[src/fma_config.svh]
/*
 * width, bias and tag size macros for the bfloat fused multiply-add unit
 */
`ifndef FMA_CONFIG_SVH
`define FMA_CONFIG_SVH

////////////////////////////////////////
// number format
`define FMA_FLEN   16   // sign + expo + frac
`define FMA_EXPO_W 8
`define FMA_FRAC_W 7
`define FMA_BIAS   127

////////////////////////////////////////
// datapath
// adder working mantissa: 3 integer bits, 21 below the point
`define FMA_WORK_W 24

// issue tag, one per in-flight op
`define FMA_ID_W   4

`endif

[src/fma_pkg.sv]
/*
 * shared vector types and op/stage enums for the fused multiply-add unit
 */
`default_nettype none

`include "fma_config.svh"

package fma_pkg;

  ////////////////////////////////////////
  // data widths
  typedef logic [`FMA_FLEN-1:0] fp_t;    // operand or result
  typedef logic [`FMA_EXPO_W:0] expo_t;  // extra bit for over/underflow
  typedef logic [2*(`FMA_FRAC_W+1)-1:0] prod_t;  // exact 8x8 product
  typedef logic [`FMA_WORK_W-1:0] work_t;
  typedef logic [`FMA_ID_W-1:0] id_t;

  ////////////////////////////////////////
  // operations
  typedef enum logic [2:0] {
    op_fmul,
    op_fadd,
    op_fsub,
    op_fmadd,
    op_fmsub
  } fp_op_e;

  // stage occupancy
  typedef enum logic {mul_idle, mul_busy} mul_state_e;
  typedef enum logic {add_idle, add_busy} add_state_e;

endpackage

`default_nettype wire

[src/fp_mul.sv]
/*
 * two-stage mantissa multiplier, fmul write-back
 * and raw product hand-off for fmadd/fmsub
 */
`timescale 1ns/1ps
`default_nettype none

`include "fma_config.svh"

module fp_mul (
  input  logic               clk,
  input  logic               rst_n,
  input  logic               issue_fire,
  input  fma_pkg::fp_op_e    issue_op,
  input  fma_pkg::id_t       issue_id,
  input  fma_pkg::fp_t       rs1,
  input  fma_pkg::fp_t       rs2,
  input  fma_pkg::fp_t       rs3,
  output logic               mul_wb_valid,
  output fma_pkg::id_t       mul_wb_id,
  output fma_pkg::fp_t       mul_wb_result,
  output logic               prod_valid,
  output fma_pkg::id_t       prod_id,
  output logic               prod_sign,
  output fma_pkg::expo_t     prod_expo,
  output fma_pkg::prod_t     prod_mant,
  output fma_pkg::fp_t       addend,
  output logic               addend_neg
);

  localparam int PROD_W   = 2 * (`FMA_FRAC_W + 1);
  localparam int EXPO_MAX = (1 << `FMA_EXPO_W) - 1;  // 255, all ones = inf

  ////////////////////////////////////////
  // stage 1: sign, exponent sum, exact mantissa product
  logic                    is_mul;
  logic [`FMA_EXPO_W-1:0]  e1;
  logic [`FMA_EXPO_W-1:0]  e2;
  logic [`FMA_EXPO_W+1:0]  e_sum;  // up to 510
  logic                    in_zero;

  fma_pkg::mul_state_e     s1_state;
  logic                    s1_fused;
  logic                    s1_sub;
  fma_pkg::id_t            s1_id;
  logic                    s1_sign;
  fma_pkg::expo_t          s1_expo;
  fma_pkg::prod_t          s1_mant;
  fma_pkg::fp_t            s1_addend;

  assign is_mul = issue_fire & (issue_op == fma_pkg::op_fmul ||
                                issue_op == fma_pkg::op_fmadd ||
                                issue_op == fma_pkg::op_fmsub);

  assign e1    = rs1[`FMA_FLEN-2 -: `FMA_EXPO_W];
  assign e2    = rs2[`FMA_FLEN-2 -: `FMA_EXPO_W];
  assign e_sum = {2'b00, e1} + {2'b00, e2};

  // zero expo reads as zero, and a product below expo 0 flushes here
  assign in_zero = (e1 == '0) | (e2 == '0) | (e_sum < `FMA_BIAS);

  always_ff @(posedge clk or negedge rst_n) begin
    if (!rst_n) begin
      s1_state <= fma_pkg::mul_idle;
      s1_fused <= 1'b0;
    end else begin
      s1_state <= is_mul ? fma_pkg::mul_busy : fma_pkg::mul_idle;
      s1_fused <= (issue_op != fma_pkg::op_fmul);  // only looked at when busy
    end
  end

  always_ff @(posedge clk) begin
    if (is_mul) begin
      s1_id     <= issue_id;
      s1_sign   <= rs1[`FMA_FLEN-1] ^ rs2[`FMA_FLEN-1];
      s1_sub    <= (issue_op == fma_pkg::op_fmsub);
      s1_addend <= rs3;
      if (in_zero) begin
        s1_expo <= '0;
        s1_mant <= '0;  // zero product is all-zero mant and expo
      end else begin
        s1_expo <= fma_pkg::expo_t'(e_sum - `FMA_BIAS);
        s1_mant <= {1'b1, rs1[`FMA_FRAC_W-1:0]} * {1'b1, rs2[`FMA_FRAC_W-1:0]};
      end
    end
  end

  ////////////////////////////////////////
  // stage 2: fmul normalize + truncate, or pass the raw product on
  logic [`FMA_EXPO_W+1:0]  fin_expo;
  logic [`FMA_FRAC_W-1:0]  fin_frac;
  fma_pkg::fp_t            fmul_res;
  fma_pkg::mul_state_e     s2_state;
  logic                    s2_fused;
  fma_pkg::id_t            s2_id;

  // product in [1,4), top bit set means one step up
  assign fin_expo = {1'b0, s1_expo} + {{(`FMA_EXPO_W+1){1'b0}}, s1_mant[PROD_W-1]};
  assign fin_frac = s1_mant[PROD_W-1] ? s1_mant[PROD_W-2 -: `FMA_FRAC_W]
                                      : s1_mant[PROD_W-3 -: `FMA_FRAC_W];

  always_comb begin
    if (fin_expo == '0) begin
      fmul_res = {s1_sign, {(`FMA_FLEN-1){1'b0}}};  // zero or underflow
    end else if (fin_expo >= EXPO_MAX) begin
      fmul_res = {s1_sign, {`FMA_EXPO_W{1'b1}}, {`FMA_FRAC_W{1'b0}}};  // signed inf
    end else begin
      fmul_res = {s1_sign, fin_expo[`FMA_EXPO_W-1:0], fin_frac};
    end
  end

  always_ff @(posedge clk or negedge rst_n) begin
    if (!rst_n) begin
      s2_state <= fma_pkg::mul_idle;
      s2_fused <= 1'b0;
    end else begin
      s2_state <= s1_state;
      s2_fused <= s1_fused;
    end
  end

  always_ff @(posedge clk) begin
    if (s1_state == fma_pkg::mul_busy) begin
      s2_id         <= s1_id;
      mul_wb_result <= fmul_res;
      prod_sign     <= s1_sign;
      prod_expo     <= s1_expo;  // unrounded, not yet normalized
      prod_mant     <= s1_mant;
      addend        <= s1_addend;
      addend_neg    <= s1_sub;
    end
  end

  assign mul_wb_valid = (s2_state == fma_pkg::mul_busy) & ~s2_fused;
  assign prod_valid   = (s2_state == fma_pkg::mul_busy) & s2_fused;
  assign mul_wb_id    = s2_id;
  assign prod_id      = s2_id;

  // adder expects the leading one of a nonzero product at bit 15 or 14
  a_prod_norm: assert property (@(posedge clk) disable iff (!rst_n)
    prod_valid |-> (prod_mant == '0) || (prod_mant[PROD_W-1 -: 2] != 2'b00));

endmodule

`default_nettype wire

[src/fadd_prep.sv]
/*
 * fadd/fsub operand ordering and exponent difference,
 * held in a one-entry buffer until the adder takes it
 */
`timescale 1ns/1ps
`default_nettype none

`include "fma_config.svh"

module fadd_prep (
  input  logic             clk,
  input  logic             rst_n,
  input  logic             issue_fire,
  input  fma_pkg::fp_op_e  issue_op,
  input  fma_pkg::id_t     issue_id,
  input  fma_pkg::fp_t     rs1,
  input  fma_pkg::fp_t     rs2,
  input  logic             pend_take,
  output logic             prep_ready,
  output logic             pend_valid,
  output fma_pkg::id_t     pend_id,
  output fma_pkg::fp_t     pend_big,
  output fma_pkg::fp_t     pend_small,
  output fma_pkg::expo_t   pend_diff,
  output logic             pend_sub
);

  logic                    is_add;
  fma_pkg::fp_t            b_in;  // rs2 with fsub sign applied
  fma_pkg::expo_t          diff_ab;
  fma_pkg::expo_t          diff_ba;
  logic                    swap;

  assign is_add = issue_fire & (issue_op == fma_pkg::op_fadd ||
                                issue_op == fma_pkg::op_fsub);

  assign b_in = (issue_op == fma_pkg::op_fsub) ? {~rs2[`FMA_FLEN-1], rs2[`FMA_FLEN-2:0]}
                                               : rs2;

  ////////////////////////////////////////
  // exponent difference both ways, msb is the sign
  assign diff_ab = {1'b0, rs1[`FMA_FLEN-2 -: `FMA_EXPO_W]} -
                   {1'b0, b_in[`FMA_FLEN-2 -: `FMA_EXPO_W]};
  assign diff_ba = {1'b0, b_in[`FMA_FLEN-2 -: `FMA_EXPO_W]} -
                   {1'b0, rs1[`FMA_FLEN-2 -: `FMA_EXPO_W]};

  // rs2 larger: bigger expo, or same expo and bigger fraction
  assign swap = diff_ab[`FMA_EXPO_W] ? 1'b1 :
                (diff_ab != '0)     ? 1'b0 :
                (rs1[`FMA_FRAC_W-1:0] < b_in[`FMA_FRAC_W-1:0]);

  ////////////////////////////////////////
  // one-entry buffer
  assign prep_ready = ~pend_valid | pend_take;  // empty or leaving now

  always_ff @(posedge clk or negedge rst_n) begin
    if (!rst_n) begin
      pend_valid <= 1'b0;
    end else if (is_add) begin
      pend_valid <= 1'b1;
    end else if (pend_take) begin
      pend_valid <= 1'b0;
    end
  end

  always_ff @(posedge clk) begin
    if (is_add) begin
      pend_id    <= issue_id;
      pend_big   <= swap ? b_in : rs1;
      pend_small <= swap ? rs1 : b_in;
      pend_diff  <= swap ? diff_ba : diff_ab;  // always the positive one
      pend_sub   <= rs1[`FMA_FLEN-1] ^ b_in[`FMA_FLEN-1];  // effective subtract
    end
  end

  // top gates issue with prep_ready, so a full buffer never gets overwritten
  a_no_overrun: assert property (@(posedge clk) disable iff (!rst_n)
    is_add |-> (!pend_valid || pend_take));

  a_take_valid: assert property (@(posedge clk) disable iff (!rst_n)
    pend_take |-> pend_valid);

endmodule

`default_nettype wire

[src/fp_add.sv]
/*
 * two-stage adder: picks a fused product or a queued fadd/fsub,
 * aligns and adds, then normalizes, truncates and writes back
 */
`timescale 1ns/1ps
`default_nettype none

`include "fma_config.svh"

module fp_add (
  input  logic             clk,
  input  logic             rst_n,
  input  logic             prod_valid,
  input  fma_pkg::id_t     prod_id,
  input  logic             prod_sign,
  input  fma_pkg::expo_t   prod_expo,
  input  fma_pkg::prod_t   prod_mant,
  input  fma_pkg::fp_t     addend,
  input  logic             addend_neg,
  input  logic             pend_valid,
  input  fma_pkg::id_t     pend_id,
  input  fma_pkg::fp_t     pend_big,
  input  fma_pkg::fp_t     pend_small,
  input  fma_pkg::expo_t   pend_diff,
  input  logic             pend_sub,
  output logic             pend_take,
  output logic             add_wb_valid,
  output fma_pkg::id_t     add_wb_id,
  output fma_pkg::fp_t     add_wb_result
);

  localparam int PROD_W   = 2 * (`FMA_FRAC_W + 1);
  localparam int PT       = `FMA_WORK_W - 3;        // hidden bit lands on bit 21
  localparam int OP_SH    = PT - `FMA_FRAC_W;       // 8-bit mantissa to working
  localparam int PR_SH    = PT - (PROD_W - 1);      // product, top bit set
  localparam int EXPO_MAX = (1 << `FMA_EXPO_W) - 1;

  ////////////////////////////////////////
  // product operand vs addend, ordered here
  fma_pkg::expo_t   p_expo;
  fma_pkg::work_t   p_work;
  logic             a_sign;
  fma_pkg::expo_t   a_expo;
  fma_pkg::work_t   a_work;
  logic             p_big;

  // normalize the product so both sides carry the hidden bit at PT
  assign p_expo = prod_expo + {{`FMA_EXPO_W{1'b0}}, prod_mant[PROD_W-1]};
  assign p_work = prod_mant[PROD_W-1] ? fma_pkg::work_t'(prod_mant) << PR_SH
                                      : fma_pkg::work_t'(prod_mant) << (PR_SH + 1);

  assign a_sign = addend[`FMA_FLEN-1] ^ addend_neg;  // fmsub flips rs3
  assign a_expo = {1'b0, addend[`FMA_FLEN-2 -: `FMA_EXPO_W]};
  assign a_work = (a_expo == '0) ? '0   // zero expo reads as zero
                : fma_pkg::work_t'({1'b1, addend[`FMA_FRAC_W-1:0]}) << OP_SH;

  assign p_big = (p_expo > a_expo) || (p_expo == a_expo && p_work >= a_work);

  ////////////////////////////////////////
  // source select, fused product first
  logic             big_sign;
  fma_pkg::expo_t   big_expo;
  fma_pkg::work_t   big_work;
  fma_pkg::work_t   small_work;
  fma_pkg::expo_t   diff;
  logic             sub;
  fma_pkg::work_t   aligned;
  fma_pkg::work_t   sum;

  assign pend_take = pend_valid & ~prod_valid;

  always_comb begin
    if (prod_valid) begin
      big_sign   = p_big ? prod_sign : a_sign;
      big_expo   = p_big ? p_expo : a_expo;
      big_work   = p_big ? p_work : a_work;
      small_work = p_big ? a_work : p_work;
      diff       = p_big ? (p_expo - a_expo) : (a_expo - p_expo);
      sub        = prod_sign ^ a_sign;
    end else begin
      big_sign   = pend_big[`FMA_FLEN-1];
      big_expo   = {1'b0, pend_big[`FMA_FLEN-2 -: `FMA_EXPO_W]};
      big_work   = (pend_big[`FMA_FLEN-2 -: `FMA_EXPO_W] == '0) ? '0
                 : fma_pkg::work_t'({1'b1, pend_big[`FMA_FRAC_W-1:0]}) << OP_SH;
      small_work = (pend_small[`FMA_FLEN-2 -: `FMA_EXPO_W] == '0) ? '0
                 : fma_pkg::work_t'({1'b1, pend_small[`FMA_FRAC_W-1:0]}) << OP_SH;
      diff       = pend_diff;
      sub        = pend_sub;
    end
  end

  // bits shifted past the working width are gone, shift >= 24 gives 0
  assign aligned = small_work >> diff;
  assign sum     = sub ? (big_work - aligned) : (big_work + aligned);  // big >= small

  ////////////////////////////////////////
  // stage 1 register
  fma_pkg::add_state_e  s1_state;
  fma_pkg::id_t         s1_id;
  logic                 s1_sign;
  fma_pkg::expo_t       s1_expo;
  fma_pkg::work_t       s1_sum;

  always_ff @(posedge clk or negedge rst_n) begin
    if (!rst_n) begin
      s1_state <= fma_pkg::add_idle;
    end else begin
      s1_state <= (prod_valid | pend_valid) ? fma_pkg::add_busy : fma_pkg::add_idle;
    end
  end

  always_ff @(posedge clk) begin
    if (prod_valid | pend_valid) begin
      s1_id   <= prod_valid ? prod_id : pend_id;
      s1_sign <= big_sign;
      s1_expo <= big_expo;
      s1_sum  <= sum;
    end
  end

  ////////////////////////////////////////
  // stage 2: normalize, truncate, flush or saturate
  logic [4:0]            msb;  // leading one position
  fma_pkg::work_t        norm;
  logic signed [10:0]    exp_n;
  fma_pkg::fp_t          res;

  always_comb begin
    msb = '0;
    for (int i = 0; i < `FMA_WORK_W; i++) begin
      if (s1_sum[i]) begin
        msb = i[4:0];
      end
    end
  end

  // leading one to bit PT+1, fraction sits right under it
  assign norm  = s1_sum << (5'(PT + 1) - msb);
  assign exp_n = $signed({2'b00, s1_expo}) + $signed({6'b0, msb}) - 11'(PT);

  always_comb begin
    if (s1_sum == '0) begin
      res = '0;  // exact zero is +0
    end else if (exp_n <= 0) begin
      res = {s1_sign, {(`FMA_FLEN-1){1'b0}}};  // underflow, signed zero
    end else if (exp_n >= EXPO_MAX) begin
      res = {s1_sign, {`FMA_EXPO_W{1'b1}}, {`FMA_FRAC_W{1'b0}}};
    end else begin
      res = {s1_sign, exp_n[`FMA_EXPO_W-1:0], norm[PT -: `FMA_FRAC_W]};  // truncated
    end
  end

  always_ff @(posedge clk or negedge rst_n) begin
    if (!rst_n) begin
      add_wb_valid <= 1'b0;
    end else begin
      add_wb_valid <= (s1_state == fma_pkg::add_busy);
    end
  end

  always_ff @(posedge clk) begin
    if (s1_state == fma_pkg::add_busy) begin
      add_wb_id     <= s1_id;
      add_wb_result <= res;
    end
  end

endmodule

`default_nettype wire

[src/fma_unit_top.sv]
/*
 * fused multiply-add unit top: multiplier, fadd prep buffer and adder
 */
`timescale 1ns/1ps
`default_nettype none

module fma_unit_top (
  input  logic             clk,
  input  logic             rst_n,
  input  logic             issue_valid,
  input  fma_pkg::fp_op_e  issue_op,
  input  fma_pkg::id_t     issue_id,
  input  fma_pkg::fp_t     rs1,
  input  fma_pkg::fp_t     rs2,
  input  fma_pkg::fp_t     rs3,
  output logic             issue_ready,
  output logic             mul_wb_valid,
  output fma_pkg::id_t     mul_wb_id,
  output fma_pkg::fp_t     mul_wb_result,
  output logic             add_wb_valid,
  output fma_pkg::id_t     add_wb_id,
  output fma_pkg::fp_t     add_wb_result
);

  logic            issue_fire;

  // product hand-off, mul -> add
  logic            prod_valid;
  fma_pkg::id_t    prod_id;
  logic            prod_sign;
  fma_pkg::expo_t  prod_expo;
  fma_pkg::prod_t  prod_mant;
  fma_pkg::fp_t    addend;
  logic            addend_neg;

  // queued addition, prep -> add
  logic            pend_valid;
  logic            pend_take;
  fma_pkg::id_t    pend_id;
  fma_pkg::fp_t    pend_big;
  fma_pkg::fp_t    pend_small;
  fma_pkg::expo_t  pend_diff;
  logic            pend_sub;

  assign issue_fire = issue_valid & issue_ready;

  ////////////////////////////////////////
  fp_mul u_fp_mul (
    .clk(clk), .rst_n(rst_n),
    .issue_fire(issue_fire), .issue_op(issue_op), .issue_id(issue_id),
    .rs1(rs1), .rs2(rs2), .rs3(rs3),
    .mul_wb_valid(mul_wb_valid), .mul_wb_id(mul_wb_id), .mul_wb_result(mul_wb_result),
    .prod_valid(prod_valid), .prod_id(prod_id), .prod_sign(prod_sign),
    .prod_expo(prod_expo), .prod_mant(prod_mant),
    .addend(addend), .addend_neg(addend_neg)
  );

  // only the prep buffer can refuse an issue
  fadd_prep u_fadd_prep (
    .clk(clk), .rst_n(rst_n),
    .issue_fire(issue_fire), .issue_op(issue_op), .issue_id(issue_id),
    .rs1(rs1), .rs2(rs2), .pend_take(pend_take),
    .prep_ready(issue_ready), .pend_valid(pend_valid), .pend_id(pend_id),
    .pend_big(pend_big), .pend_small(pend_small),
    .pend_diff(pend_diff), .pend_sub(pend_sub)
  );

  fp_add u_fp_add (
    .clk(clk), .rst_n(rst_n),
    .prod_valid(prod_valid), .prod_id(prod_id), .prod_sign(prod_sign),
    .prod_expo(prod_expo), .prod_mant(prod_mant),
    .addend(addend), .addend_neg(addend_neg),
    .pend_valid(pend_valid), .pend_id(pend_id), .pend_big(pend_big),
    .pend_small(pend_small), .pend_diff(pend_diff), .pend_sub(pend_sub),
    .pend_take(pend_take),
    .add_wb_valid(add_wb_valid), .add_wb_id(add_wb_id), .add_wb_result(add_wb_result)
  );

endmodule

`default_nettype wire

[config.mk]
export PLATFORM = sky130hd
export DESIGN_NAME = fma_unit_top
export DESIGN_NICKNAME = d
export VERILOG_FILES = /design/src/fma_pkg.sv /design/src/fp_mul.sv /design/src/fadd_prep.sv /design/src/fp_add.sv /design/src/fma_unit_top.sv
export VERILOG_INCLUDE_DIRS = /design/src
export SDC_FILE = /design/constraint.sdc
export NUM_CORES = 1
export LEC_CHECK = 0
export BUFFER_PORTS_ARGS = -buffer_cell sky130_fd_sc_hd__buf_2
export CAP_MARGIN = 20
export CORE_UTILIZATION = 54
export DETAILED_ROUTE_END_ITERATION = 10
export PLACE_DENSITY_LB_ADDON = 0.12
export SLEW_MARGIN = 10
export SYNTH_ARGS = -nofsm -noshare
export SYNTH_HDL_FRONTEND = slang
export SYNTH_SLANG_ARGS = --single-unit
[constraint.sdc]
create_clock -name clk -period 10 [get_ports clk]
set_clock_uncertainty 0.2 [all_clocks]
set_input_delay 0.5 -clock clk [delete_from_list [all_inputs] [get_ports clk]]
set_output_delay 0.5 -clock clk [all_outputs]
set_load 0.005 [all_outputs]
## Yosys cells after proc, flatten, opt, wreduce, memory -nomap -nowiden

Cells that the tools add are included.

- Add/sub/neg operators: 13
- $mul: 1
- Magnitude comparators: 7
- Equal/unequal tests: 5
- Shifts and indexed selects: 2
- Multiplexer cells: 53
- Bitwise operators: 18
- Reductions and logical operators: 20

Operator list:

| cell | number |
|---|---|
| $mux W24 | 5 |
| $mux W22 | 4 |
| $mux W15 | 3 |
| $mux W5 | 8 |
| $mux W4 | 9 |
| $logic_not A8 Y1 | 4 |
| $mux W16 | 2 |
| $mux W9 | 3 |
| $add A24 B24 Y24 | 1 |
| $ge A24 B24 Y1 | 1 |
| $logic_not A24 Y1 | 1 |
| $shl A24 B5 Y22 | 1 |
| $shr A24 B9 Y24 | 1 |
| $sub A24 B24 Y24 | 1 |
| $sub A8 B8 Y9 | 2 |
| $mul A8 B8 Y16 | 1 |
| $mux W8 | 2 |
| $mux W3 | 4 |
| $ge A11 B9 Y1 const B | 1 |
| $le A11 B1 Y1 const B | 1 |
| $sub A10 B5 Y11 const B | 1 |
| $add A9 B1 Y10 | 1 |
| $add A9 B5 Y10 | 1 |
| $ge A10 B8 Y1 const B | 1 |
| 31 further kinds | 60 |

- Register bits after elaboration: 220
- Bits of input ports: 58
- Output and inout port bits: 43
- Logic and storage cells: 155

## Logic depth before layout (Yosys ltp)

Gate-level depths: netlist of the first run.

- Word-level depth: 27
- Depth in mapped cells: 38

## By module

From an unflattened synthesis of the first run, not the netlist that was laid out.

- Cells, all modules: 1828
- Area, all modules: 18102.4 µm²

By module, submodules not included:

| module | times used | cells an instance | area each (µm²) | seq. area each (µm²) |
|---|---|---|---|---|
| fp_add | 1 | 1042 | 8623.3 | 1791.7 |
| fp_mul | 1 | 537 | 6658.9 | 3373.2 |
| fadd_prep | 1 | 248 | 2813.9 | 1406.3 |
| fma_unit_top | 1 | 1 | 6.3 | 0.0 |

## Least setup slack after synthesis of the first run

OpenSTA, ideal clock, no wires.

- Kind: reg-to-reg
- Start point: register u_fp_mul.prod_mant[15]
- End point: register u_fp_add.s1_sum[23], data pin
- Arrival time: 7248 ps
- Setup slack: 2408 ps
- Stages on the path, launching flop included: 35
- Buffers on the path: 3
- Clock period less this slack: 7592 ps
- Path through: edfxtp_1 clkbuf_1 buf_1 mux2_2 ha_1 a2111oi_0 o21a_1 o2111ai_1 o22ai_4 buf_4 mux2i_1 a22o_1 or2_1 mux2i_1 a32oi_1 o21ai_2 inv_2 ha_1 inv_1 a2111o_2 nand4b_1 nor2_1 and2_1 nor2_1 xor2_1 ha_1 a21o_1 a21o_1 a21o_1 a21oi_1 nor2_1 a21oi_1 o311ai_2 mux2_1 o21ai_1

- Cells in the longest elaborated chain, start to end: 9

RTL lines:

| what | line | text |
|---|---|---|
| from (decl) | fp_mul.sv:26 | `output fma_pkg::prod_t prod_mant,` |
| from (signal assigned) | fp_mul.sv:128 | `prod_mant <= s1_mant;` |
| parallel branches: the longest is 6 deep, another holds $add A9 B1 Y9 | -- |  |
| $shr A24 B9 Y24 * | fp_add.sv:93 | `assign aligned = small_work >> diff;` |
| named net u_fp_add.aligned[0] | fp_add.sv:67 | `fma_pkg::work_t aligned;` |
| $add A24 B24 Y24 / $sub A24 B24 Y24 (equally long branches) | fp_add.sv:94 | `assign sum = sub ? (big_work - aligned) : (big_work + aligned);` |
| $mux W24 * | fp_add.sv:94 |  |
| named net u_fp_add.sum[23] | fp_add.sv:68 | `fma_pkg::work_t sum;` |
| to (signal assigned) | fp_add.sv:117 | `s1_sum <= sum;` |
| to (decl) | fp_add.sv:102 | `fma_pkg::work_t s1_sum;` |

Mark *: on every way through the listed nets, which the timed path passes.
A chain may end at the register's enable or synchronous reset.

## Final worst setup path of the first run

- Start point: register u_fp_mul.addend[11]
- End point: register u_fp_add.s1_sum[23], data pin

- Cells in the longest elaborated chain, start to end: 10

RTL lines:

| what | line | text |
|---|---|---|
| from (decl) | fp_mul.sv:27 | `output fma_pkg::fp_t addend,` |
| from (signal assigned) | fp_mul.sv:129 | `addend <= s1_addend;` |
| $logic_not A9 Y1 | fp_add.sv:54 | `assign a_work = (a_expo == '0) ? '0` |
| $mux W22 | fp_add.sv:54 |  |
| $ge A24 B24 Y1 | fp_add.sv:57 | `assign p_big = (p_expo > a_expo) \|\| (p_expo == a_expo && p_work >= a_work);` |
| $logic_and A1 B1 Y1 | fp_add.sv:57 |  |
| $logic_or A1 B1 Y1 | fp_add.sv:57 |  |
| $mux W24 / $mux W9 (equally long branches) | fp_add.sv:77, fp_add.sv:78 |  |
| $mux W24 / $mux W9 (equally long branches) | fp_add.sv:73 | `if (prod_valid) begin` |
| $shr A24 B9 Y24 * | fp_add.sv:93 |  |
| named net u_fp_add.aligned[0] | fp_add.sv:67 |  |
| $add A24 B24 Y24 / $sub A24 B24 Y24 (equally long branches) | fp_add.sv:94 |  |
| $mux W24 * | fp_add.sv:94 |  |
| named net u_fp_add.sum[23] | fp_add.sv:68 |  |

The timed path passes the listed nets; every way through them passes the cells marked *.

==> impl_metrics.csv, run 1 <==
group,metric,value,unit
drt,drt_iter0_drc,991,
synthesis,synth_cell_types,95,
timing,post-route-period-util,89.7,%
global_route,grt_use_total,27.6,%
synthesis,synthCells,1780,
cts,cts_buffers,25,
global_route,grt_max_degree,64,
layout,area_delta_synth_final,10.9,%
power,p_clk_share,25.5,%
drt,drc,0,
placement,hpwl,35.6,mm
synthesis,synth_seq_cells,219,
synthesis,synthesis.area,0.0174,mm^2
cts,cts_root_buffer,"clkbuf_16",
power,p_leak,8.03,nW
floorplan,die_w,182,um
timing,tightest_slew,968,ps
worst_setup_path,cp_slowest_cell,"o22ai_4",
status,status,"completed",
timing,min_period,8970,ps
floorplan,fp.dieArea,0.0330,mm^2
timing,tns,0,ps
drt,wl,45.1,mm
cts,clk_path_buf_depth,3,
global_route,antenna_found_initial,6,
synthesis,synth.avg_cell_area,9.80,um^2
drt,wl_per_cell,19.6,um
placement,placed_cells,2235,
min_path,hold_path.class,"primary input to register",
synthesis,ys_warn_count,0,
timing,finalHoldViolCount,0,
synthesis,synth_edf_count,212,
timing,rsz0062_at_grt,"no",
power,irDropWorstVdd,0.000124,V
synthesis,synth-main-ff-cell,"edfxtp_1",
job,cap_violations,0,
cts,cts_tree,"built",
power,power_density,182,mW/mm^2
global_route,grt_overflow_total,0,
placement,gp_congestion,0.983,
power,p_sw_share,35.9,%
cts,cts_setup_buffers,0,
worst_setup_path,cp_slowest_stage_delay,700,ps
floorplan,std_cell_rows,65,
timing,slew_headroom,35.5,%
layout,final_common_cell,"edfxtp_1",
timing,setup_violations,0,
cts,insertion_delay,550,ps
global_route,grt_pass1_vias,13300,
layout,final_cell_mix,"edfxtp_1 (212), nand2_1 (153), nor2_1 (143)",
timing,whs,37.0,ps
power,p_switching,1.26,mW
drt,via_per_inst,5.98,
layout,instances_no_fill,2304,
timing,drv_slew,0,
cts,htreeDepth,1,
worst_setup_path,start_kind,"register",
timing,max_freq,112,MHz
floorplan,start_util,55.1,%
power,p_int,2.26,mW
drt,num_vias,13800,
floorplan,ios,101,
drt,first_pass_iters,5,
floorplan,dieHeight,182,um
worst_setup_path,endpoint_kind,"register",
power,p_seq_share,34.9,%
global_route,grt_first_pass_wirelength,71.4,mm
layout,layout-drive-gt1-share,12.1,%
worst_setup_path,crit_arrival,9160,ps
cts,cts.sinks,219,
synthesis,syn_nets,2013,
layout,nNetsFinal,2114,
synthesis,async_reset_ff_share,3.20,%
layout,nFillCells,2748,
placement,numPortBuffers,100,
floorplan,core-area,0.0316,mm^2
worst_setup_path,cp.required,10200,ps
power,pwr-share-comb,39.6,%
worst_setup_path,crit_path_max_fanout,26,
worst_setup_path,critPathKind,"register to register",
drt,ant_nets,0,
cts,clkTransAtPathRegs,70,ps
synthesis,ys_seq_area_share,37.5,%
-- worst paths after layout --
kind,start,depth (start not counted),end,slack [ps]
max,u_fp_mul.addend[11],33,u_fp_add.s1_sum[23],1030
min,issue_op[2],2,u_fadd_prep.pend_valid,40
max reg2reg,u_fp_mul.addend[11],33,u_fp_add.s1_sum[23],1030
min reg2reg,u_fp_mul.s1_fused,0,u_fp_mul.s2_fused,150
max in group asynchronous,rst_n,2,u_fp_mul.s1_state,9290
min in group asynchronous,rst_n,2,u_fp_mul.s2_fused,130
-- per-layer routing --
metal | vias up | GRT usage [%] | share of wire (%)
li1 | 6683 | - | -
met5 | - | 0 | 0.029
met2 | 413 | 45.0 | 46
met4 | 2 | 9.29 | 3.0
met1 | 6607 | 37.5 | 45
met3 | 77 | 4.31 | 5.9
-- metrics by stage --
stage / utilization (%) / cell area, um^2 / worst slack, ps / total power [mW]
6_report: 61.2 / 19300 / 1030 / 3.52
5_1_grt: 61.1 / 19300 / 357 / 3.74
4_1_cts: 61.1 / 19300 / 1170 / 3.53
3_5_place_dp: 57.9 / 18300 / 1220 / 2.63
3_3_place_gp: 57.9 / 18300 / 1480 / 2.61
2_1_floorplan: - / 17400 / 2410 / 2.28
-- flip-flops by register name, indices dropped and copies added, names as in the netlist, 9 cells and up --
name,flops
u_fp_add.s1_sum,24
u_fadd_prep.pend_big,16
u_fp_add.add_wb_result,16
u_fp_mul.addend,16
u_fp_mul.prod_mant,16
u_fp_mul.s1_addend,16
u_fp_mul.s1_mant,16
u_fadd_prep.pend_small,15
u_fp_mul.mul_wb_result,15
u_fadd_prep.pend_diff,9
u_fp_add.s1_expo,9
u_fp_mul.prod_expo,9
u_fp_mul.s1_expo,9
-- final cells by class --
type	count	area (um^2)	share of cell area, %
repair buffers	138	838	4.33
multi-input cells	1357	10100	52.4
inverters	140	526	2.72
flip-flops and latches	219	6540	33.8
well taps	402	503	2.60
diodes	3	7.51	0.0388
clock inverters	18	168	0.867
clock buffers	27	633	3.27
-- critical path, delay by kind of cell, from the launching register on --
| kind | cells | cell delay, ps |
|---|---|---|
| compound gates | 16 | 4310 |
| simple gates | 10 | 2330 |
| fa+ha+maj | 3 | 880 |
| flops | 1 | 430 |
| mux | 1 | 320 |
| buf+inv | 2 | 220 |
| xor+xnor | 1 | 150 |
-- Yosys cell counts, types with 38 or more instances --
library cell / instances / area [um^2]
nor3_1: 46 / 230
xnor2_1: 69 / 604
ha_1: 133 / 1660
nand2_1: 153 / 574
a21o_1: 38 / 285
inv_1: 138 / 518
clkbuf_1: 39 / 146
nand3_1: 38 / 190
mux2i_1: 77 / 771
nor2_1: 144 / 541
o21ai_0: 89 / 445
and2_1: 40 / 250
a21oi_1: 117 / 586
edfxtp_1: 212 / 6370
fa_1: 42 / 841
-- kinds of logic after synthesis --
kind of cell    share of synthesized area [%]
mux                                      6.44
compound gates                           16.9
flops                                    37.5
xor+xnor                                 4.92
fa+ha+maj                                14.4
simple gates                             15.2
buf+inv                                  4.61
-- power by group through the flow --
| stage | sequential, mW | clock (mW) | combinational (mW) |
|---|---|---|---|
| 2_1_floorplan | 1.22 | 0 | 1.06 |
| 3_3_place_gp | 1.24 | 0 | 1.36 |
| 3_5_place_dp | 1.25 | 0 | 1.38 |
| 4_1_cts | 1.23 | 0.912 | 1.40 |
| 5_1_grt | 1.24 | 0.946 | 1.56 |
| 6_report | 1.23 | 0.896 | 1.39 |
-- what timing repair did --
action                                 in CTS  in global routing
gates resized for setup                     0                  0
endpoints found under the hold margin      31                  0
hold buffers                               21                  0
setup endpoints to repair                   0                  0
Power figures use the tool's default switching activity.
==> run 2, diff against run 1 <==
PLACE_DENSITY = 0.69   (was unset)
PLACE_DENSITY_LB_ADDON = unset   (was 0.12)
clock period = 9.9 ns   (was 10 ns; I/O delays follow)
==> run 2 against run 1 <==
Against the previous run: core utilization about the same; combinational power about the same; first-iteration DRC count increased by 27%; routed wire length increased by 0.69%; die area unchanged; worst setup slack improved by 52 ps; final cell count about the same; hold slack got worse by 20 ps; design area about the same; critical path depth decreased by 2; register-to-register slack improved by 50 ps; count of clock-buffer cells in the layout increased by 7; largest cell class unchanged; largest power group unchanged; highest routed layer is now met4.
==> impl_metrics.csv, run 2 (same netlist as run 1, synthesis figures left out) <==
group,metric,value,unit
power,irDropWorstVdd,0.000111,V
timing,rsz0062_at_grt,"no",
layout,final_cell_mix,"edfxtp_1 (212), nand2_1 (153), nor2_1 (143)",
worst_setup_path,r2r_end,"u_fp_add.s1_sum[23]",
cts,cts_buffers,26,
timing,setup_violations,0,
global_route,antenna_found_initial,0,
cts,htreeDepth,1,
timing,finalHoldViolCount,0,
drt,ant_nets,0,
global_route,grt_overflow_total,0,
layout,largest_register_ffs,24,
worst_setup_path,cp_slowest_stage_delay,640,ps
layout,design_area,0.0194,mm^2
layout,diodes,0,
placement,dpl-instance-area,0.0183,mm^2
floorplan,core-area,0.0316,mm^2
placement,hpwl,35.3,mm
floorplan,std_cell_rows,65,
worst_setup_path,crit_end,"u_fp_add.s1_sum[23]",
timing,max_freq,113,MHz
timing,tightest_slew,944,ps
power,p_leak,8.06,nW
timing,post-route-period-util,89.0,%
global_route,grt_pass1_vias,13200,
worst_setup_path,endpoint_kind,"register",
worst_setup_path,cp_slowest_cell,"a22oi_4",
cts,cts_resized,0,
layout,final_common_cell,"edfxtp_1",
cts,cts_root_buffer,"clkbuf_16",
worst_setup_path,reg2reg_setup_slack,1090,ps
worst_setup_path,worstSetupStartpoint,"u_fp_mul.addend[11]",
status,status,"completed",
worst_setup_path,critPathKind,"register to register",
cts,cts_tree,"built",
worst_setup_path,crit_path_max_fanout,29,
floorplan,fp.dieArea,0.0330,mm^2
cts,insertion_delay,540,ps
floorplan,start_util,55.1,%
timing,slew_headroom,37.1,%
drt,met2WireLength,20.7,mm
floorplan,ios,101,
worst_setup_path,r2r-start,"u_fp_mul.addend[11]",
layout,layout-drive-gt1-share,12.0,%
worst_setup_path,cp.required,10100,ps
layout,nNetsFinal,2116,
drt,drc,0,
placement,numPortBuffers,100,
cts,cts_setup_buffers,0,
global_route,grt_max_degree,56,
cts,ctsHoldBuffers,21,
layout,nFillCells,2704,
layout,largest_register,"u_fp_add.s1_sum",
drt,via_per_inst,6.02,
worst_setup_path,crit_arrival,9010,ps
timing,tns,0,ps
drt,wl_per_cell,19.7,um
timing,drv_slew,0,
worst_setup_path,reg2regPathDepth,31,
min_path,hold_path.class,"primary input to register",
drt,wl_met1,20.8,mm
cts,clkTransAtPathRegs,60,ps
floorplan,die_w,182,um
timing,min_period,8810,ps
cts,cts.sinks,219,
drt,drt_iter0_drc,1261,
drt,first_pass_iters,7,
placement,gp_congestion,0.987,
drt,route.top_layer_used,"met4",
global_route,grt_first_pass_wirelength,72.4,mm
floorplan,dieHeight,182,um
job,cap_violations,0,
drt,wl,45.4,mm
cts,clk_path_buf_depth,3,
worst_setup_path,start_kind,"register",
power,power_density,184,mW/mm^2
layout,area_delta_synth_final,11.0,%
drt,wl_met3,2.59,mm
global_route,grt_use_total,27.9,%
drt,num_vias,13900,
## run 2: area by class of cell
class / count / area [um^2] / share of cell area (%)
Clock buffer: 34 / 732 / 3.78
Clock inverter: 14 / 73.8 / 0.381
Inverter: 140 / 526 / 2.72
Multi-Input combinational cell: 1357 / 10100 / 52.3
Sequential cell: 219 / 6540 / 33.8
Tap cell: 402 / 503 / 2.60
Timing Repair Buffer: 139 / 846 / 4.37
## run 2: how the worst min path moves through the flow
stage,startpoint,to,cells after the start
6_report,issue_op[2],u_fadd_prep.pend_valid,2
5_1_grt,issue_op[1],u_fp_mul.s1_fused,2
4_1_cts,issue_op[1],u_fp_mul.s1_fused,2
3_5_place_dp,rst_n,u_fp_add.add_wb_valid,1
3_3_place_gp,rst_n,u_fp_add.add_wb_valid,1
2_1_floorplan,rst_n,u_fadd_prep.pend_valid,0
## run 2: worst max-delay path, delay by kind of cell (launching register included)
| kind | cells | cell delay (ps) |
|---|---|---|
| flip-flops | 1 | 430 |
| adder cells (fa/ha/maj) | 3 | 900 |
| AND/OR/NAND/NOR | 12 | 3010 |
| XOR/XNOR | 1 | 150 |
| buffers and inverters | 1 | 70 |
| AO/OA/AOI/OAI | 12 | 3140 |
| multiplexers | 2 | 780 |
## run 2: stage by stage
step	instances	worst slack [ps]	power, mW	hold WS [ps]	util (%)
2_1_floorplan	1780	2310	2.30	-0.591	-
3_3_place_gp	2236	1430	2.62	137	58.0
5_1_grt	2305	339	3.77	12.9	61.2
3_5_place_dp	2236	1230	2.65	137	58.0
4_1_cts	2305	1200	3.56	1.66	61.2
6_report	2305	1090	3.55	17.1	61.2
## run 2: per-layer routing
layer	up-vias	GRT usage, %
met4	0	8.88
li1	6667	-
met3	79	2.95
met1	6695	39.5
met2	445	44.9
met5	-	0
## run 2: report_power, final
| part | leakage, nW | total (mW) | internal (mW) | switching (mW) |
|---|---|---|---|---|
| registers | 2.06 | 1.24 | 1.17 | 0.0783 |
| logic | 5.60 | 1.41 | 0.595 | 0.814 |
| clock network | 0.400 | 0.902 | 0.519 | 0.383 |
==> run 3, diff against run 2 <==
CORE_UTILIZATION = 30   (was 54)
PLACE_DENSITY = 0.42   (was 0.69)
==> run 3 against run 2 <==
Against the previous run: the flow now finishes with violations (design-rule violations); sequential power about the same; sequential share of layout area fell by 1.1 points; hold slack improved by 63 ps; critical endpoint unchanged; largest cell class unchanged.
==> impl_metrics.csv, run 3 (same netlist as run 1, synthesis figures left out) <==
group,metric,value,unit
status,status,"finished, violations left",
status,violations,"design-rule violations",
power,p_seq_share,33.3,%
worst_setup_path,cp_slowest_stage_delay,580,ps
timing,min_period,9100,ps
worst_setup_path,cp_slowest_cell,"nor4_1",
global_route,grt_first_pass_wirelength,79.6,mm
worst_setup_path,cp.required,10120,ps
cts,cts_tree,"built",
timing,tightest_slew,1070,ps
timing,drv_slew,0,
worst_setup_path,critPathTopFamily,"simple AND/OR/NAND/NOR gates",
drt,drc,1,
power,power.total,3.74,mW
layout,largest_register_ffs,24,
drt,num_vias,13600,
floorplan,ios,101,
timing,slew_headroom,28.2,%
layout,layout-drive-gt1-share,12.3,%
power,irDropWorstVdd,0.000117,V
floorplan,core-area,0.0576,mm^2
cts,cts_buffers,30,
placement,hpwl,40.9,mm
placement,numPortBuffers,100,
drt,wl,51.8,mm
worst_setup_path,reg2reg_setup_slack,800,ps
layout,area_delta_synth_final,14.7,%
timing,finalHoldViolCount,0,
cts,insertion_delay,580,ps
layout,nNetsFinal,2123,
floorplan,dieHeight,243,um
cts,cts_setup_buffers,0,
layout,final_util,34.7,%
cts,clk_path_buf_depth,3,
layout,largest_register,"u_fp_add.s1_sum",
layout,nFillCells,5914,
layout,instances_no_fill,2678,
timing,rsz0062_at_grt,"no",
global_route,grt_use_total,17.3,%
floorplan,fp.dieArea,0.0591,mm^2
timing,tns,0,ps
cts,cts_root_buffer,"clkbuf_16",
power,p_switching,1.33,mW
power,p_leak,8.14,nW
power,p_int,2.41,mW
cts,htreeDepth,1,
worst_setup_path,crit_arrival,9320,ps
drt,drt_iter0_drc,990,
timing,max_freq,110,MHz
placement,gp_congestion,0.907,
power,p_clk_share,28.3,%
job,cap_violations,0,
worst_setup_path,critPathKind,"register to register",
floorplan,die_w,243,um
floorplan,std_cell_rows,88,
layout,diodes,0,
placement,placed_cells,2599,
floorplan,start_util,30.3,%
timing,whs,79.7,ps
global_route,grt_pass1_vias,13300,
global_route,grt_max_degree,64,
power,p_sw_share,35.6,%
layout,final_common_cell,"edfxtp_1",
min_path,hold_path.class,"primary input to register",
power,pwr-share-comb,38.4,%
drt,wl_per_cell,19.3,um
timing,post-route-period-util,91.9,%
timing,setup_violations,0,
global_route,antenna_found_initial,1,
worst_setup_path,cp.buffers_inverters,2,
layout,final_cell_mix,"edfxtp_1 (212), nand2_1 (153), nor2_1 (143)",
drt,ant_nets,0,
global_route,grt_overflow_total,0,
cts,clkTransAtPathRegs,60,ps
cts,cts.sinks,219,
drt,via_per_inst,5.09,
worst_setup_path,endpoint_kind,"register",
drt,first_pass_iters,9,
power,power_density,187,mW/mm^2
worst_setup_path,crit_path_max_fanout,18,
worst_setup_path,start_kind,"register",
-- run 3: worst reg2reg max path: cells and delay by family (launching register included) --
| kind | cells | cell delay (ps) |
|---|---|---|
| AO/OA/AOI/OAI | 12 | 2890 |
| XOR/XNOR | 1 | 150 |
| adder cells (fa/ha/maj) | 3 | 900 |
| buffers and inverters | 2 | 350 |
| flip-flops | 1 | 430 |
| multiplexers | 2 | 750 |
| AND/OR/NAND/NOR | 12 | 3280 |
-- run 3: cell type report --
type | instances | area, um^2 | area share [%]
clock buffer | 41 | 843 | 4.22
clock inverter | 14 | 130 | 0.650
inverter | 140 | 526 | 2.63
sequential | 219 | 6540 | 32.7
timing repair buffer | 142 | 876 | 4.38
tap | 765 | 957 | 4.78
multi-input combinational | 1357 | 10100 | 50.6
-- run 3: stage by stage --
step | instance area, um^2 | setup WS (ps)
global route | 20000 | 107
global placement | 18800 | 1220
CTS | 20000 | 917
floorplan | 17400 | 2310
detailed placement | 18800 | 971
finish | 20000 | 801
-- run 3: repair_timing --
action,CTS,global route
hold buffers,24,0
resized for setup,0,0
endpoints found under the hold margin,33,0
-- run 3: final timing paths --
check / from / end / cells after the start
setup / recovery: u_fp_mul.addend[12] / u_fp_add.s1_sum[23] / 32
hold / removal: rs1[11] / u_fadd_prep.pend_small[11] / 3
setup reg to reg: u_fp_mul.addend[12] / u_fp_add.s1_sum[23] / 32
hold reg to reg: u_fp_mul.s1_fused / u_fp_mul.s2_fused / 0
max in group asynchronous: rst_n / u_fp_mul.s1_state / 2
min in group asynchronous: rst_n / u_fp_add.s1_state / 2
-- run 3: power groups by stage --
stage	combinational, mW	sequential, mW	clock [mW]
final	1.43	1.25	1.06
after global routing	1.61	1.26	1.13
after CTS	1.45	1.25	1.09
after detailed placement	1.43	1.26	0
after global placement	1.43	1.26	0
after floorplan	1.07	1.23	0
-- run 3: layer usage --
metal  routed length (um)  part of all wire [%]  GRT usage (%)  vias to the layer above
met5                    0                     0              0                        -
met4                 1350                   2.6           5.42                        0
met3                 1920                   3.7           1.76                       76
met2                23500                    45           27.7                      319
met1                25000                    48           24.4                     6534
li1                     -                     -              -                     6692
